--- src/source/bridge_pkg.sv ---
`default_nettype none

package bridge_pkg;

    // bus side
    typedef logic [63:0] addr_t;
    typedef logic [63:0] dword_t;

    // memory side
    typedef logic [31:0] word_t;
    typedef logic [15:0] half_t;
    typedef logic [21:0] sdram_addr_t;    // halfword address
    typedef logic [1:0]  byte_en_t;       // bit 1 is the high byte
    typedef logic [9:0]  ram_index_t;

    // riscv load/store width, bit 2 marks the unsigned loads
    typedef enum logic [2:0] {
        LS_B  = 3'd0,
        LS_H  = 3'd1,
        LS_W  = 3'd2,
        LS_D  = 3'd3,
        LS_BU = 3'd4,
        LS_HU = 3'd5,
        LS_WU = 3'd6
    } ls_type_t;

    // address map
    localparam addr_t RAM_BASE  = 64'h0000_0000_0000_1000;
    localparam int    RAM_WORDS = 1024;                       // 4 KB window
    localparam addr_t SDRAM_MIN = 64'h0000_0000_0100_0000;
    localparam addr_t SDRAM_MAX = 64'h0000_0000_0180_0000;  // 8 MB window

    typedef struct packed {
        addr_t    address;
        ls_type_t ls_type;
        logic     write;      // store when set
        dword_t   wdata;
    } bus_req_t;

    typedef struct packed {
        sdram_addr_t addr;
        byte_en_t    byte_en;
        half_t       wrdata;
        logic        read_en;
        logic        write_en;
    } sdram_port_t;

endpackage

`default_nettype wire

--- src/source/bus_responder.sv ---
`timescale 1ns/1ps
`default_nettype none

module bus_responder import bridge_pkg::*; (
    input  wire           CLOCK_50,
    input  wire           KEY0,
    input  wire addr_t    bus_address,
    input  wire ls_type_t bus_ls_type,
    input  wire dword_t   bus_write_data,
    input  wire           bus_read_enable,
    input  wire           bus_write_enable,
    output dword_t        bus_read_data,
    output logic          bus_read_done,
    output logic          bus_write_done,
    output bus_req_t      req,
    output logic          ram_start,
    output logic          sdram_start,
    input  wire dword_t   ram_data,
    input  wire           ram_finish,
    input  wire dword_t   sdram_data,
    input  wire           sdram_finish
);

    typedef enum logic [1:0] {S_IDLE, S_DECODE, S_WAIT} state_t;

    state_t state;
    logic   request;
    logic   in_ram;
    logic   in_sdram;
    dword_t raw;

    assign request  = (state == S_IDLE) && (bus_read_enable || bus_write_enable);
    assign in_ram   = (req.address >= RAM_BASE) && (req.address < RAM_BASE + 4 * RAM_WORDS);
    assign in_sdram = (req.address >= SDRAM_MIN) && (req.address < SDRAM_MAX);
    assign raw      = ram_finish ? ram_data : sdram_data;

    function automatic dword_t extend(dword_t value, ls_type_t kind);
        case (kind)
            LS_B:    return {{56{value[7]}}, value[7:0]};
            LS_H:    return {{48{value[15]}}, value[15:0]};
            LS_W:    return {{32{value[31]}}, value[31:0]};
            LS_BU:   return {56'd0, value[7:0]};
            LS_HU:   return {48'd0, value[15:0]};
            LS_WU:   return {32'd0, value[31:0]};
            default: return value;             // ld
        endcase
    endfunction

    // requests while busy are dropped
    always_ff @(posedge CLOCK_50) begin
        if (request)
            req <= '{address: bus_address, ls_type: bus_ls_type,
                     write: bus_write_enable, wdata: bus_write_data};
    end

    always_ff @(posedge CLOCK_50 or negedge KEY0) begin
        if (!KEY0) begin
            state          <= S_IDLE;
            ram_start      <= 1'b0;
            sdram_start    <= 1'b0;
            bus_read_done  <= 1'b1;
            bus_write_done <= 1'b1;
            bus_read_data  <= '0;
        end else begin
            ram_start   <= 1'b0;
            sdram_start <= 1'b0;
            case (state)
                S_IDLE: begin
                    if (request) begin
                        if (bus_read_enable)
                            bus_read_done <= 1'b0;
                        if (bus_write_enable)
                            bus_write_done <= 1'b0;
                        state <= S_DECODE;
                    end
                end
                S_DECODE: begin
                    if (in_ram) begin
                        ram_start <= 1'b1;
                        state     <= S_WAIT;
                    end else if (in_sdram) begin
                        sdram_start <= 1'b1;
                        state       <= S_WAIT;
                    end else begin                  // unmapped, done right away
                        if (req.write) begin
                            bus_write_done <= 1'b1;
                        end else begin
                            bus_read_data <= '0;
                            bus_read_done <= 1'b1;
                        end
                        state <= S_IDLE;
                    end
                end
                S_WAIT: begin
                    if (ram_finish || sdram_finish) begin
                        if (req.write) begin
                            bus_write_done <= 1'b1;
                        end else begin
                            bus_read_data <= extend(raw, req.ls_type);
                            bus_read_done <= 1'b1;
                        end
                        state <= S_IDLE;
                    end
                end
                default: state <= S_IDLE;
            endcase
        end
    end

endmodule

`default_nettype wire

--- config.mk ---
export PLATFORM = sky130hd
export DESIGN_NAME = bus_responder
export DESIGN_NICKNAME = d
export VERILOG_FILES = /design/src/source/bridge_pkg.sv /design/src/source/bus_responder.sv
export SDC_FILE = /design/constraint.sdc
export NUM_CORES = 1
export LEC_CHECK = 0
export BUFFER_PORTS_ARGS = -buffer_cell sky130_fd_sc_hd__buf_2
export CAP_MARGIN = 25
export CELL_PAD_IN_SITES_DETAIL_PLACEMENT = 1
export CELL_PAD_IN_SITES_GLOBAL_PLACEMENT = 1
export CORE_AREA = 2 2 181 183
export DETAILED_ROUTE_END_ITERATION = 8
export DIE_AREA = 0 0 183 185
export PLACE_DENSITY = 0.73
export SLEW_MARGIN = 20
export SYNTH_ARGS = -nofsm -noshare
export SYNTH_HDL_FRONTEND = slang
export SYNTH_SLANG_ARGS = --single-unit
--- constraint.sdc ---
create_clock -name CLOCK_50 -period 11.4 [get_ports CLOCK_50]
set_input_delay 0.57 -clock CLOCK_50 [delete_from_list [all_inputs] [get_ports CLOCK_50]]
set_output_delay 0.57 -clock CLOCK_50 [all_outputs]
set_load 0.01 [all_outputs]
==> out/metrics.yaml <==
final_layout:
  fill_cells: 3573
  fin_nets: 1319
  syn2layout_area_growth_pct: 40.1
  fin_util_pct: 37.7
  layout-drive-gt1-share_pct: 54.7
  final_area_um2: 12100
timing:
  min_period_over_period_pct: 28.7
  final_max_slew_viol_count: 0
  fin_skew_ns: 0.0225
  setup_violations: 0
  worst_pin_slew_ns: 0.836
  rsz0062_at_grt: "false"
  max_slew_margin_pct: 44.3
  fin_crit_ns: 3.27
  max_freq_mhz: 306
  hold_violations: 0
  fin_tns_setup_ns: 0
  hold_ws_ns: 0.214
routing:
  vias: 6537
  viasPerCell: 4.44
  drt-initial-drc-count: 211
  wire_per_inst_um: 20.0
  wl_um: 29400
  dr.pass1.iters: 4
  drc: 0
  postRouteAntennaNets: 0
synth:
  synth_top_area_share_pct: 45.9
  synth.most_common_cell: "edfxtp_1"
  syn-instance-count: 582
  ys_ff_latch: 202
  yosys.cell_types.count: 45
  synthTopCellsByArea: "edfxtp_1 (46%), dfrtp_1 (20%), mux2_4 (8.9%)"
  synth_top_area_cell: "edfxtp_1"
  synth_edf_count: 132
  avgSynthCellArea_um2: 14.8
  synth_ff_type: "edfxtp_1"
  synth-seq-area-share_pct: 66.3
  synthTopCellsByCount: "edfxtp_1 (132), nand2_1 (83), dfrtp_1 (68)"
  synth_area_um2: 8630
  synth-warning-count: 0
  postSynth.asyncResetShare_pct: 34.7
  synth.net_count: 851
cts:
  path_clk_slew_ns: 0.06
  postCtsHoldBufs: 0
  cts_buffer_depth: 3
  numCtsBuffers: 23
  cts_sinks: 202
  cts_resized: 0
  htreeDepth: 1
  post-cts-setup-buffers: 0
  cts_tree: "yes"
  cts-root-buf: "clkbuf_16"
  worstSkewPairLatency_ns: 0.53
critical_path:
  crit_chain: "buf_4 -> buf_4 -> mux2_2 -> a32oi_2 -> a21boi_2 -> buf_4 -> nor2_1 -> mux2_1"
  path_depth: 8
  cp.required_ns: 11.79
  crit_path_frequent_cell: "buf_4"
  path_class: "in -> reg"
  crit_path_end_kind: "register"
  reg2reg_slack_ns: 8.28
  critPathBufInv: 3
  cp.arrival_ns: 3.67
  startpoint: "ram_finish"
  reg2reg_depth: 8
  path_max_fanout: 47
  cp_top_family: "buffers and inverters"
  crit_path_max_incr_delay_ns: 0.70
  cpMaxStageDelayCell: "a32oi_2"
  start_kind: "input port"
  timing.rr.start: "state[0]"
min_path:
  hold_path_depth: 1
  hp-class: "in -> reg"
  worstHoldStart: "bus_write_data[16]"
floorplanning:
  dieWidth_um: 183
  io_pins: 465
  initial_core_util_pct: 26.9
  die_area_um2: 33900
  core_area_um2: 32000
  fp.dieH_um: 185
  row_count: 66
power_and_ir_drop:
  p_int_w: 0.00140
  comb_power_share_pct: 16.4
  p_leak_nw: 5.71
  pwr-share-seq_pct: 46.5
  p_switching_w: 0.000516
  worst_ir_drop_vdd_mv: 0.150
  clockPowerShare_pct: 37.0
  p_per_area_nw_per_um2: 159
  swShare_pct: 26.9
place:
  gp_congestion: 0.825
  portBuffers: 464
  dpl_cell_area_um2: 11300
  post-dp-hpwl_um: 22700
global_routing:
  grt_pass1_wl_um: 42500
  grt_pass1_vias: 7023
  grt_antenna_before_repair: 6
  grt_max_degree: 83
  grt_usage_pct: 16.7
  grt_overflow_total: 0
run:
  maxCapViolations: 0
status:
  status: "finished, final reports clean"
[power by group through the flow]
stage	combinational [W]	sequential [W]	clock [W]
after floorplan	0.000139	0.000943	0
after global placement	0.000312	0.000906	0
after detailed placement	0.000316	0.000909	0
after CTS	0.000318	0.000895	0.000734
after global routing	0.000340	0.000899	0.000759
final	0.000315	0.000893	0.000710
[path summary, 6_finish.rpt]
check / endpoint
setup / recovery: bus_read_data[63]
hold reg to reg: bus_read_data[2]
min in group asynchronous: bus_read_data[35]
hold / removal: req[16]
setup reg to reg: bus_read_data[0]
max in group asynchronous: bus_read_done
[flip-flops by register name, summed over array words and instances (netlist names)]
name and count:
req 132, bus_read_data 64, state 2, bus_read_done 1, bus_write_done 1, ram_start 1, sdram_start 1
[kinds of logic after synthesis]
logic type / Yosys count / synth area share (%)
compound gates: 35 / 3.10
fa+ha+maj: 4 / 0.580
buf+inv: 45 / 3.17
flops: 202 / 66.3
mux: 128 / 18.1
simple gates: 168 / 8.78
[layout make-up]
cell class,instances,area [µm²],share of cell area [%]
Multi-Input combinational cell,335,2650,21.9
Clock buffer,34,647,5.35
Sequential cell,202,5720,47.3
Inverter,13,53.8,0.445
Timing Repair Buffer,475,2450,20.3
Tap cell,408,510,4.22
Antenna cell,1,2.50,0.0207
Clock inverter,5,61.3,0.507
[routing by layer]
layer	global-route usage (%)	share of wire, %
met3	5.58	8.4
met2	31.7	54
met4	6.37	4.0
met1	16.7	34
met5	0	0.23
[metrics by stage]
step	power (W)	worst slack, ns	std cells
final	0.00192	8.13	1473
after CTS	0.00195	8.04	1469
after detailed placement	0.00123	7.50	1430
after floorplan	0.00108	7.58	582
after global placement	0.00122	7.61	1430
after global routing	0.00200	7.86	1473
[layout by cell type (no fill, tap or decap), types with 6 or more instances in the layout]
master,netlist,routed
a21boi_0,6,6
nand2_1,83,83
mux2_4,51,51
buf_2,4,462
nor2b_1,9,9
inv_1,13,12
clkbuf_16,0,23
dfrtp_1,68,68
o21ai_0,11,11
a21boi_1,10,10
nor2_1,45,45
nor4_1,9,9
clkbuf_1,15,8
buf_4,0,10
mux2_2,17,17
edfxtp_1,132,132
mux2i_1,56,56
Note: power is estimated with default switching activity, not from simulation.
