### config.mk
export PLATFORM = sky130hd
export DESIGN_NAME = sdram_beat_sequencer
export DESIGN_NICKNAME = d
export VERILOG_FILES = /design/src/source/bridge_pkg.sv /design/src/source/sdram_beat_sequencer.sv
export SDC_FILE = /design/constraint.sdc
export NUM_CORES = 1
export LEC_CHECK = 0
export BUFFER_PORTS_ARGS = -buffer_cell sky130_fd_sc_hd__buf_2
export CORE_ASPECT_RATIO = 0.75
export CORE_MARGIN = 2
export CORE_UTILIZATION = 45
export DETAILED_ROUTE_END_ITERATION = 16
export GPL_TIMING_DRIVEN = 0
export PLACE_DENSITY_LB_ADDON = 0.08
export SYNTH_ARGS = -nofsm -noshare
export SYNTH_HDL_FRONTEND = slang
export SYNTH_SLANG_ARGS = --single-unit
### constraint.sdc
create_clock -name CLOCK_50 -period 4.1 [get_ports CLOCK_50]
set_input_delay 1.025 -clock CLOCK_50 [delete_from_list [all_inputs] [get_ports CLOCK_50]]
set_output_delay 1.025 -clock CLOCK_50 [all_outputs]
set_load 0.005 [all_outputs]
### src/source/bridge_pkg.sv
`default_nettype none

package bridge_pkg;

    // bus side
    typedef logic [63:0] addr_t;
    typedef logic [63:0] dword_t;

    // memory side
    typedef logic [31:0] word_t;
    typedef logic [15:0] half_t;
    typedef logic [21:0] sdram_addr_t;    // halfword address
    typedef logic [1:0]  byte_en_t;       // bit 1 is the high byte
    typedef logic [9:0]  ram_index_t;

    // riscv load/store width, bit 2 marks the unsigned loads
    typedef enum logic [2:0] {
        LS_B  = 3'd0,
        LS_H  = 3'd1,
        LS_W  = 3'd2,
        LS_D  = 3'd3,
        LS_BU = 3'd4,
        LS_HU = 3'd5,
        LS_WU = 3'd6
    } ls_type_t;

    // address map
    localparam addr_t RAM_BASE  = 64'h0000_0000_0000_1000;
    localparam int    RAM_WORDS = 1024;                       // 4 KB window
    localparam addr_t SDRAM_MIN = 64'h0000_0000_0100_0000;
    localparam addr_t SDRAM_MAX = 64'h0000_0000_0180_0000;  // 8 MB window

    typedef struct packed {
        addr_t    address;
        ls_type_t ls_type;
        logic     write;      // store when set
        dword_t   wdata;
    } bus_req_t;

    typedef struct packed {
        sdram_addr_t addr;
        byte_en_t    byte_en;
        half_t       wrdata;
        logic        read_en;
        logic        write_en;
    } sdram_port_t;

endpackage

`default_nettype wire

### src/source/sdram_beat_sequencer.sv
`timescale 1ns/1ps
`default_nettype none

module sdram_beat_sequencer import bridge_pkg::*; (
    input  wire           CLOCK_50,
    input  wire           KEY0,
    input  wire bus_req_t req,
    input  wire           start,
    output sdram_port_t   sdram,
    input  wire half_t    sdram_rddata,
    input  wire           sdram_req_wait,
    output dword_t        data,
    output logic          finish
);

    typedef enum logic [1:0] {S_IDLE, S_REQ, S_GAP} state_t;

    state_t     state;
    logic [1:0] beat;          // current halfword beat
    logic [1:0] last_beat;
    logic       byte_access;
    byte_en_t   first_be;
    logic       accept;

    assign byte_access = (req.ls_type == LS_B) || (req.ls_type == LS_BU);
    assign accept      = (state == S_REQ) && !sdram_req_wait;

    always_comb begin
        case (req.ls_type)
            LS_W, LS_WU: last_beat = 2'd1;
            LS_D:        last_beat = 2'd3;
            default:     last_beat = 2'd0;   // byte and halfword
        endcase
    end

    // even byte sits in the low lane
    assign first_be = byte_access ? (req.address[0] ? 2'b10 : 2'b01) : 2'b11;

    function automatic half_t beat_data(logic [1:0] idx);
        if (byte_access)
            return {2{req.wdata[7:0]}};
        return req.wdata[{idx, 4'b0000} +: 16];
    endfunction

    always_ff @(posedge CLOCK_50 or negedge KEY0) begin
        if (!KEY0) begin
            state  <= S_IDLE;
            beat   <= 2'd0;
            finish <= 1'b0;
            sdram  <= '0;
        end else begin
            finish <= 1'b0;
            case (state)
                S_IDLE: begin
                    if (start) begin
                        sdram.addr     <= req.address[22:1];
                        sdram.byte_en  <= first_be;
                        sdram.wrdata   <= beat_data(2'd0);
                        sdram.read_en  <= !req.write;
                        sdram.write_en <= req.write;
                        beat           <= 2'd0;
                        state          <= S_REQ;
                    end
                end
                S_REQ: begin
                    // hold everything until the controller takes the beat
                    if (accept) begin
                        sdram.read_en  <= 1'b0;
                        sdram.write_en <= 1'b0;
                        if (beat == last_beat) begin
                            finish <= 1'b1;
                            state  <= S_IDLE;
                        end else begin
                            beat  <= beat + 1'b1;
                            state <= S_GAP;
                        end
                    end
                end
                S_GAP: begin
                    // multi-beat accesses keep byte enables at 11
                    sdram.addr     <= sdram.addr + 1'b1;
                    sdram.wrdata   <= beat_data(beat);
                    sdram.read_en  <= !req.write;
                    sdram.write_en <= req.write;
                    state          <= S_REQ;
                end
                default: state <= S_IDLE;
            endcase
        end
    end

    // low half first, byte loads land at bit 0
    always_ff @(posedge CLOCK_50) begin
        if (start) begin
            data <= '0;
        end else if (accept && !req.write) begin
            if (byte_access)
                data <= {56'd0, req.address[0] ? sdram_rddata[15:8] : sdram_rddata[7:0]};
            else
                data[{beat, 4'b0000} +: 16] <= sdram_rddata;
        end
    end

endmodule

`default_nettype wire

==> reports/results.ini, run 1 <==
[placement]
dp.cells = 1032
hpwl_um = 14990
io_buffers = 217
gp_congestion = 0.9174

[setup_path]
arrival_ns = 3.07
critPathKind = register to register
cp_max_fo = 10
required_ns = 4.38
end_kind = register
startpoint_type = register

[sta]
worst_hold_slack_ns = 0.4860
min_period_ns = 2.785
rsz0062_at_grt = no
fin_skew_ns = 0.01130
relSlewSlack_pct = 24.04
finalSetupTns_ns = 0
finalHoldViolCount = 0
min_period_over_period_pct = 67.93
drv_slew = 0
fmax_mhz = 359.1
worst_pin_slew_ns = 1.139
setup-violations-final = 0

[layout]
utilization_pct = 59.26
nets = 1039
layout_common_cells = 228 x buf_2, 99 x nor2_1, 66 x a22oi_1
n_fill_cell = 1168
layout_commonest_cell = buf_2
syn2layout_area_growth_pct = 27.65
regArea_um2 = 2457
drive_gt1_share_pct = 31.97
antenna_cells = 0
instances_no_fill = 1048
multi_input_area_um2 = 3010

[power_and_ir_drop]
power_density_nw_per_um2 = 620.3
power_mw = 4.540
cellLeakagePower_nw = 3.301
irDropWorstVdd_v = 0.0002976

[floorplan]
die_h_um = 101.8
initial_utilization_pct = 46.42
coreArea_um2 = 12350
rows = 35
die-area_um2 = 13670
fp.dieW_um = 134.3
ios = 259

[synth]
ys_ff_latch = 111
synth_edf_count = 0
syn_nets = 811
avgSynthCellArea_um2 = 8.834
synthFlopType = dfxtp_1
synth_warnings = 0
synth_area_um2 = 5733
ys_types = 59
synthArstFlopShare_pct = 42.34
ys_seq_area_share_pct = 42.86
netlist_instances = 649

[global_routing]
grt_max_degree = 48
grt_overflow = 0
grt_pass1_wl_um = 30540
antenna_found_initial = 0
grtUsageTotal_pct = 28.43
grt_pass1_vias = 5741

[clock_tree]
cts_sinks = 111
cts.clk_slew.worst_paths_ns = 0.08
cts_root_buf = clkbuf_16
postCtsSetupBuffers = 0
cts_hold_buf = 0
clk_latency_ns = 0.35
cts_inserted_buffers = 9
cts_max_level = 3
cts_resized = 0
clockBufferDepth = 2
tritoncts = built

[routing]
via_count = 6221
wl_per_cell_um = 18.86
drt_pass1_iterations = 5
drt_iter0_markers = 562
antenna_left = 0
via_per_inst = 5.936
wl_um = 19770
drc_errors = 0

[job]
cap_violations = 0

[outcome]
status = complete, no violations

[min_path]
hp-class = register to register

==> metal layers <==
metal / up-vias / track usage [%] / share of wire [%]
met5: - / 0 / 0
met4: 0 / 9.069 / 1.9
met3: 32 / 5.105 / 8.6
met2: 305 / 43.80 / 46
met1: 3010 / 40.81 / 44
li1: 2874 / - / -
==> power by group <==
part | switching (mW) | internal, mW
clock | 0.433 | 0.431
sequential | 0.241 | 1.33
combinational | 1.28 | 0.830
==> logic make-up (layout without fill, tap and decap cells) <==
logic type               after synthesis  after routing  synth area share, %
adder cells (fa/ha/maj)               10             10                2.182
buffers and inverters                 61            294                4.627
AND/OR/NAND/NOR                      208            208                17.85
multiplexers                          30             30                5.609
XOR/XNOR                               1              1               0.1528
AO/OA/AOI/OAI                        228            228                26.71
flip-flops                           111            111                42.86
==> through the flow <==
step | setup slack, ns | cell area (µm²)
2_1_floorplan | 1.809 | 5733
3_3_place_gp | 1.359 | 7027
3_5_place_dp | 1.264 | 7027
4_1_cts | 1.293 | 7318
5_1_grt | 0.9405 | 7318
6_report | 1.315 | 7318
==> final cells by class <==
type	count	share of cell area (%)
timing repair buffer	217	14.84
buffer	54	3.266
inverter	7	0.3590
clock buffer	10	3.129
multi-input combinational	477	41.14
clock inverter	6	0.8548
sequential	111	33.58
tap	166	2.838
==> worst max-delay path, cell delays in order (launching register included) <==
cell and delay [ns]:
dfrtp_1 0.44, buf_2 0.28, buf_2 0.30, inv_1 0.13, ha_1 0.35, nor4bb_1 0.41, and3_1 0.21, clkbuf_1 0.34
a22oi_1 0.17, nor2_1 0.10
==> registers in the layout, indices dropped and copies added, names as in the netlist <==
name / flops
beat: 2
data: 64
finish: 1
sdram: 42
state: 2
==> cells in the mapped netlist, types with 5 or more instances <==
master	instances	area [µm²]
clkbuf_1	35	131.4
a221oi_1	11	96.34
a211oi_1	11	82.58
ha_1	10	125.1
o22ai_1	31	193.9
nand3_1	14	70.07
nand4_1	8	50.05
inv_1	6	22.52
a22oi_1	66	495.5
mux2i_1	13	130.1
o221ai_1	6	52.55
a21oi_1	37	185.2
dfrtp_1	47	1176
nand2_1	42	157.7
nor2_1	99	371.6
o21ai_0	36	180.2
mux2_2	17	191.4
dfxtp_1	64	1281
buf_2	11	55.05
nor3_1	8	40.04
o21a_1	5	37.54
==> path summary, 6_finish.rpt <==
path                             end  startpoint  slack (ns)  depth (start not counted)
hold / removal             sdram[19]   sdram[19]        0.49                          2
setup reg to reg            data[15]     beat[0]        1.32                          9
min in group asynchronous  sdram[10]        KEY0        0.90                          1
setup / recovery            data[15]     beat[0]        1.32                          9
hold reg to reg            sdram[19]   sdram[19]        0.49                          2
max in group asynchronous     finish        KEY0        2.50                          1
(Power assumes the default switching activity.)
==> inputs of run 2 (changes only) <==
Clock period 4.1 ns to 2.8 ns, I/O delays scaled along.
==> run 2 against run 1 <==
- highest routed layer unchanged
- via count fell by 0.26%
- sequential cell count unchanged
- critical endpoint is now data[45]
- combinational power rose by 47%
==> reports/results.ini, run 2 (synthesized netlist as in run 1, its figures left out) <==
[floorplan]
rows = 35
ios = 259
initial_utilization_pct = 46.42
fp.dieW_um = 134.3
coreArea_um2 = 12350
die_h_um = 101.8
die-area_um2 = 13670

[sta]
worst_pin_slew_ns = 1.128
fmax_mhz = 391.2
min_period_over_period_pct = 91.29
finalSetupTns_ns = 0
setup-violations-final = 0
fin_skew_ns = 0.01033
rsz0062_at_grt = no
min_period_ns = 2.556
relSlewSlack_pct = 24.80
drv_slew = 0
finalHoldViolCount = 0

[power_and_ir_drop]
swShare_pct = 42.90
power_density_nw_per_um2 = 906.2
pwr-share-clk_pct = 18.9
switchingPower_mw = 2.860
cellLeakagePower_nw = 3.322
irDropWorstVdd_v = 0.0004296
pwr-share-comb_pct = 46.5
p_int_mw = 3.807
p_seq_share_pct = 34.6

[layout]
syn2layout_area_growth_pct = 28.33
regMostFlops = data
layout_common_cells = 226 x buf_2, 99 x nor2_1, 66 x a22oi_1
instances_no_fill = 1051
drive_gt1_share_pct = 32.54
antenna_cells = 0
nets = 1042
largest_reg_flops = 64
top_regs = data (64), sdram (42)
final_cell_area_um2 = 7357
layout_commonest_cell = buf_2

[setup_path]
cp_max_fo = 10
rr_endpoint = data[45]
end_kind = register
rr_startpoint = beat[0]
startpoint_type = register
r2r_setup_slack_ns = 0.24
arrival_ns = 2.83
reg2reg_depth = 10
required_ns = 3.08
critPathKind = register to register

[job]
cap_violations = 0

[global_routing]
grt_pass1_wl_um = 30550
grt_max_degree = 48
grtUsageTotal_pct = 28.44
antenna_found_initial = 0
grt_pass1_vias = 5735
grt_overflow = 0

[clock_tree]
cts.clk_slew.worst_paths_ns = 0.08
cts_root_buf = clkbuf_16
cts_max_level = 3
cts_sinks = 111
cts_inserted_buffers = 9
clockBufferDepth = 2
tritoncts = built
clk_latency_ns = 0.35
cts_hold_buf = 0

[routing]
drt_pass1_iterations = 5
top_layer = met4
antenna_left = 0
wl_per_cell_um = 18.78
met2_length_um = 8912
met1_length_um = 8841
via_per_inst = 5.904
via_count = 6205
drc_errors = 0
met3_wirelength_um = 1594
wl_um = 19740
drt_iter0_markers = 526

[placement]
io_buffers = 217
place_area_um2 = 7027
dp.cells = 1032
hpwl_um = 14990
gp_congestion = 0.9174

[min_path]
hp-class = register to register
hold_depth = 2
whs_endpoint = sdram[19]
hp-start = sdram[19]

[outcome]
status = complete, no violations

==> run 2: cell types whose count changed in the layout (fill, tap and decap cells not counted), sizes merged <==
| cell | before | now |
|---|---|---|
| buf | 236 | 238 |
| clkbuf | 45 | 46 |
==> run 2: power by group through the flow <==
stage	Combinational, mW	Sequential [mW]	Clock, mW
after global routing	3.44	2.36	1.36
after global placement	2.97	2.31	0
final	3.10	2.30	1.26
after floorplan	1.98	2.28	0
after CTS	3.06	2.29	1.29
after detailed placement	3.05	2.32	0
==> run 2: per-layer routing <==
metal | vias to the layer above | GRT usage (%)
li1 | 2888 | -
met1 | 2999 | 40.85
met2 | 288 | 43.80
met3 | 30 | 5.105
met4 | 0 | 9.069
met5 | - | 0
==> run 2: cell type report <==
| cell class | count | area [µm²] |
|---|---|---|
| Multi-Input combinational cell | 477 | 3018 |
| Timing Repair Buffer | 221 | 1116 |
| Buffer | 53 | 240.2 |
| Clock inverter | 6 | 62.56 |
| Clock buffer | 10 | 229.0 |
| Fill cell | 1166 | 4992 |
| Sequential cell | 111 | 2457 |
| Tap cell | 166 | 207.7 |
| Inverter | 7 | 26.28 |
==> run 2: worst max path at each step <==
stage | cells after the start | to | startpoint | slack (ns)
6_report | 10 | data[45] | beat[0] | 0.24
5_1_grt | 10 | data[45] | beat[0] | 0.05
4_1_cts | 9 | data[45] | beat[0] | 0.04
3_5_place_dp | 9 | data[15] | beat[0] | 0.04
3_3_place_gp | 9 | data[11] | beat[0] | 0.08
2_1_floorplan | 9 | data[38] | beat[0] | 0.57
==> run 2: worst max-delay path: stages (launching register included) <==
cell      delay, ns
dfrtp_1        0.46
clkbuf_4       0.27
clkbuf_4       0.25
inv_1          0.10
ha_1           0.29
nand3b_1       0.30
nor4b_4        0.31
buf_4          0.19
buf_6          0.15
a22oi_1        0.07
nor2_1         0.10
==> run 2: timing repair <==
action,in CTS,in global routing
setup buffers,0,4
endpoints found under the setup margin,1,39
gates resized for setup,0,4
pin swaps,0,2
==> run 2: through the flow <==
| step | hold slack [ns] | utilization [%] | setup WS (ns) | power (mW) |
|---|---|---|---|---|
| finish | 0.4857 | 59.57 | 0.2439 | 6.667 |
| global route | 0.5136 | 59.57 | 0.04639 | 7.160 |
| CTS | 0.4886 | 59.23 | 0.04376 | 6.642 |
| detailed placement | 0.4711 | 56.90 | 0.03972 | 5.375 |
| global placement | 0.4643 | 56.90 | 0.07565 | 5.276 |
| floorplan | 0.4044 | - | 0.5741 | 4.260 |
==> inputs of run 3 (changes only) <==
Settings changed: CTS_BUF_LIST set to sky130_fd_sc_hd__clkbuf_2 sky130_fd_sc_hd__clkbuf_4 sky130_fd_sc_hd__clkbuf_8.
==> run 3 against run 2 <==
- sequential cell count unchanged
- critical endpoint unchanged
- largest cell class unchanged
- cell count unchanged
- utilization down 0.81 points
- highest routed layer unchanged
==> reports/results.ini, run 3 (synthesized netlist as in run 1, its figures left out) <==
[placement]
io_buffers = 217
gp_congestion = 0.9174
pre_cts_slack_ns = 0.03972
hpwl_um = 14990
place_area_um2 = 7027

[routing]
wl_per_cell_um = 18.88
antenna_left = 0
wl_um = 19850
drc_errors = 0
via_per_inst = 5.854
via_count = 6153
drt_iter0_markers = 533
drt_pass1_iterations = 5

[layout]
final_cell_area_um2 = 7257
regArea_um2 = 2457
nets = 1042
antenna_cells = 0
layout_common_cells = 227 x buf_2, 99 x nor2_1, 66 x a22oi_1
largest_reg_flops = 64
syn2layout_area_growth_pct = 26.58
top_regs = data (64), sdram (42)
multi_input_area_um2 = 3018
regMostFlops = data
layout_commonest_cell = buf_2
utilization_pct = 58.76
n_fill_cell = 1172
drive_gt1_share_pct = 32.66

[sta]
fmax_mhz = 386.7
drv_slew = 0
setup-violations-final = 0
min_period_over_period_pct = 92.37
fin_skew_ns = 0.01831
setup_slack_ns = 0.2137
worst_pin_slew_ns = 1.140
finalHoldViolCount = 0
min_period_ns = 2.586
relSlewSlack_pct = 23.97

[floorplan]
ios = 259
fp.dieW_um = 134.3
die_h_um = 101.8
rows = 35
die-area_um2 = 13670
coreArea_um2 = 12350
initial_utilization_pct = 46.42

[global_routing]
grt_busiest_layer = met2
grt_pass1_vias = 5703
grtUsageMet2_pct = 43.84
grt_overflow = 0
antenna_found_initial = 0
grt.met1_usage_pct = 40.50
grt_max_degree = 48
met3_usage_pct = 5.255
grtUsageTotal_pct = 28.30
grt_pass1_wl_um = 30370

[clock_tree]
cts.clk_slew.worst_paths_ns = 0.11
cts_hold_buf = 0
clockBufferDepth = 2
cts_sinks = 111
cts_max_level = 3
cts_inserted_buffers = 9
cts_root_buf = clkbuf_8
clk_latency_ns = 0.38
tritoncts = built

[power_and_ir_drop]
power_density_nw_per_um2 = 876.1
p_int_mw = 3.533
cellLeakagePower_nw = 3.280
irDropWorstVdd_v = 0.0004410
pwr-share-comb_pct = 48.7
switchingPower_mw = 2.825
swShare_pct = 44.44
p_seq_share_pct = 36.2
power_mw = 6.358
pwr-share-clk_pct = 15.1

[setup_path]
startpoint_type = register
end_kind = register
critPathKind = register to register
r2r_setup_slack_ns = 0.21
slowest_delay_ns = 0.46
required_ns = 3.11
slowest_stage = dfrtp_1
arrival_ns = 2.90
cp_max_fo = 10
crit_chain = buf_2 > clkbuf_4 > inv_1 > ha_1 > nand3b_1 > nor4b_4 > buf_4 > buf_6 > a22oi_1 > nor2_1

[outcome]
status = complete, no violations

[min_path]
hp-class = register to register

[job]
cap_violations = 0

## run 3: cell types whose count changed in the layout (fill, tap and decap cells not counted)
| cell | before | now |
|---|---|---|
| clkbuf_8 | 0 | 9 |
| clkbuf_1 | 35 | 34 |
| buf_2 | 226 | 227 |
| clkbuf_16 | 9 | 0 |
## run 3: power groups by stage
stage	Combinational (mW)	Clock [mW]	Sequential [mW]
2_1_floorplan	1.98	0	2.28
3_3_place_gp	2.97	0	2.31
3_5_place_dp	3.05	0	2.32
4_1_cts	3.06	0.985	2.29
5_1_grt	3.43	1.05	2.36
6_report	3.10	0.960	2.30
## run 3: path summary, 6_finish.rpt
| kind | start | to | depth (start not counted) |
|---|---|---|---|
| worst max-delay path | beat[0] | data[45] | 10 |
| worst min-delay path | sdram[19] | sdram[19] | 2 |
| worst min register to register | sdram[19] | sdram[19] | 2 |
| worst max register to register | beat[0] | data[45] | 10 |
| max in group asynchronous | KEY0 | beat[0] | 1 |
| min in group asynchronous | KEY0 | sdram[10] | 1 |
## run 3: metal layers
metal  wire (µm)  share of wire [%]
met5           0                  0
met4         405                2.0
met3        1691                8.5
met2        8905                 45
met1        8843                 45
## run 3: area by class of cell
class / instances / area share (%)
plain buffers: 53 / 3.276
clock buffers: 10 / 1.810
clock inverters: 6 / 0.8621
inverters: 7 / 0.3621
multi-input cells: 477 / 41.59
flip-flops and latches: 111 / 33.86
well taps: 166 / 2.862
repair buffers: 221 / 15.38
## run 3: stage by stage
stage,hold slack [ns],TNS (ns),std cells
global placement,0.4643,0,1032
finish,0.4943,0,1051
floorplan,0.4044,0,649
global route,0.5189,-0.003210,1051
detailed placement,0.4711,0,1032
CTS,0.4973,0,1048
## run 3: critical path, delay by kind of cell (launching register included)
| kind | cells | cell delay [ns] |
|---|---|---|
| adders and majority gates | 1 | 0.28 |
| and+or+nand+nor | 3 | 0.71 |
| DFF | 1 | 0.46 |
| buffers and inverters | 5 | 1.01 |
| AOI/OAI and AO/OA | 1 | 0.07 |
## run 3: what timing repair did
item                       in CTS  in global routing
resized for setup               0                  3
setup buffers                   0                  4
setup endpoints to repair       0                 37
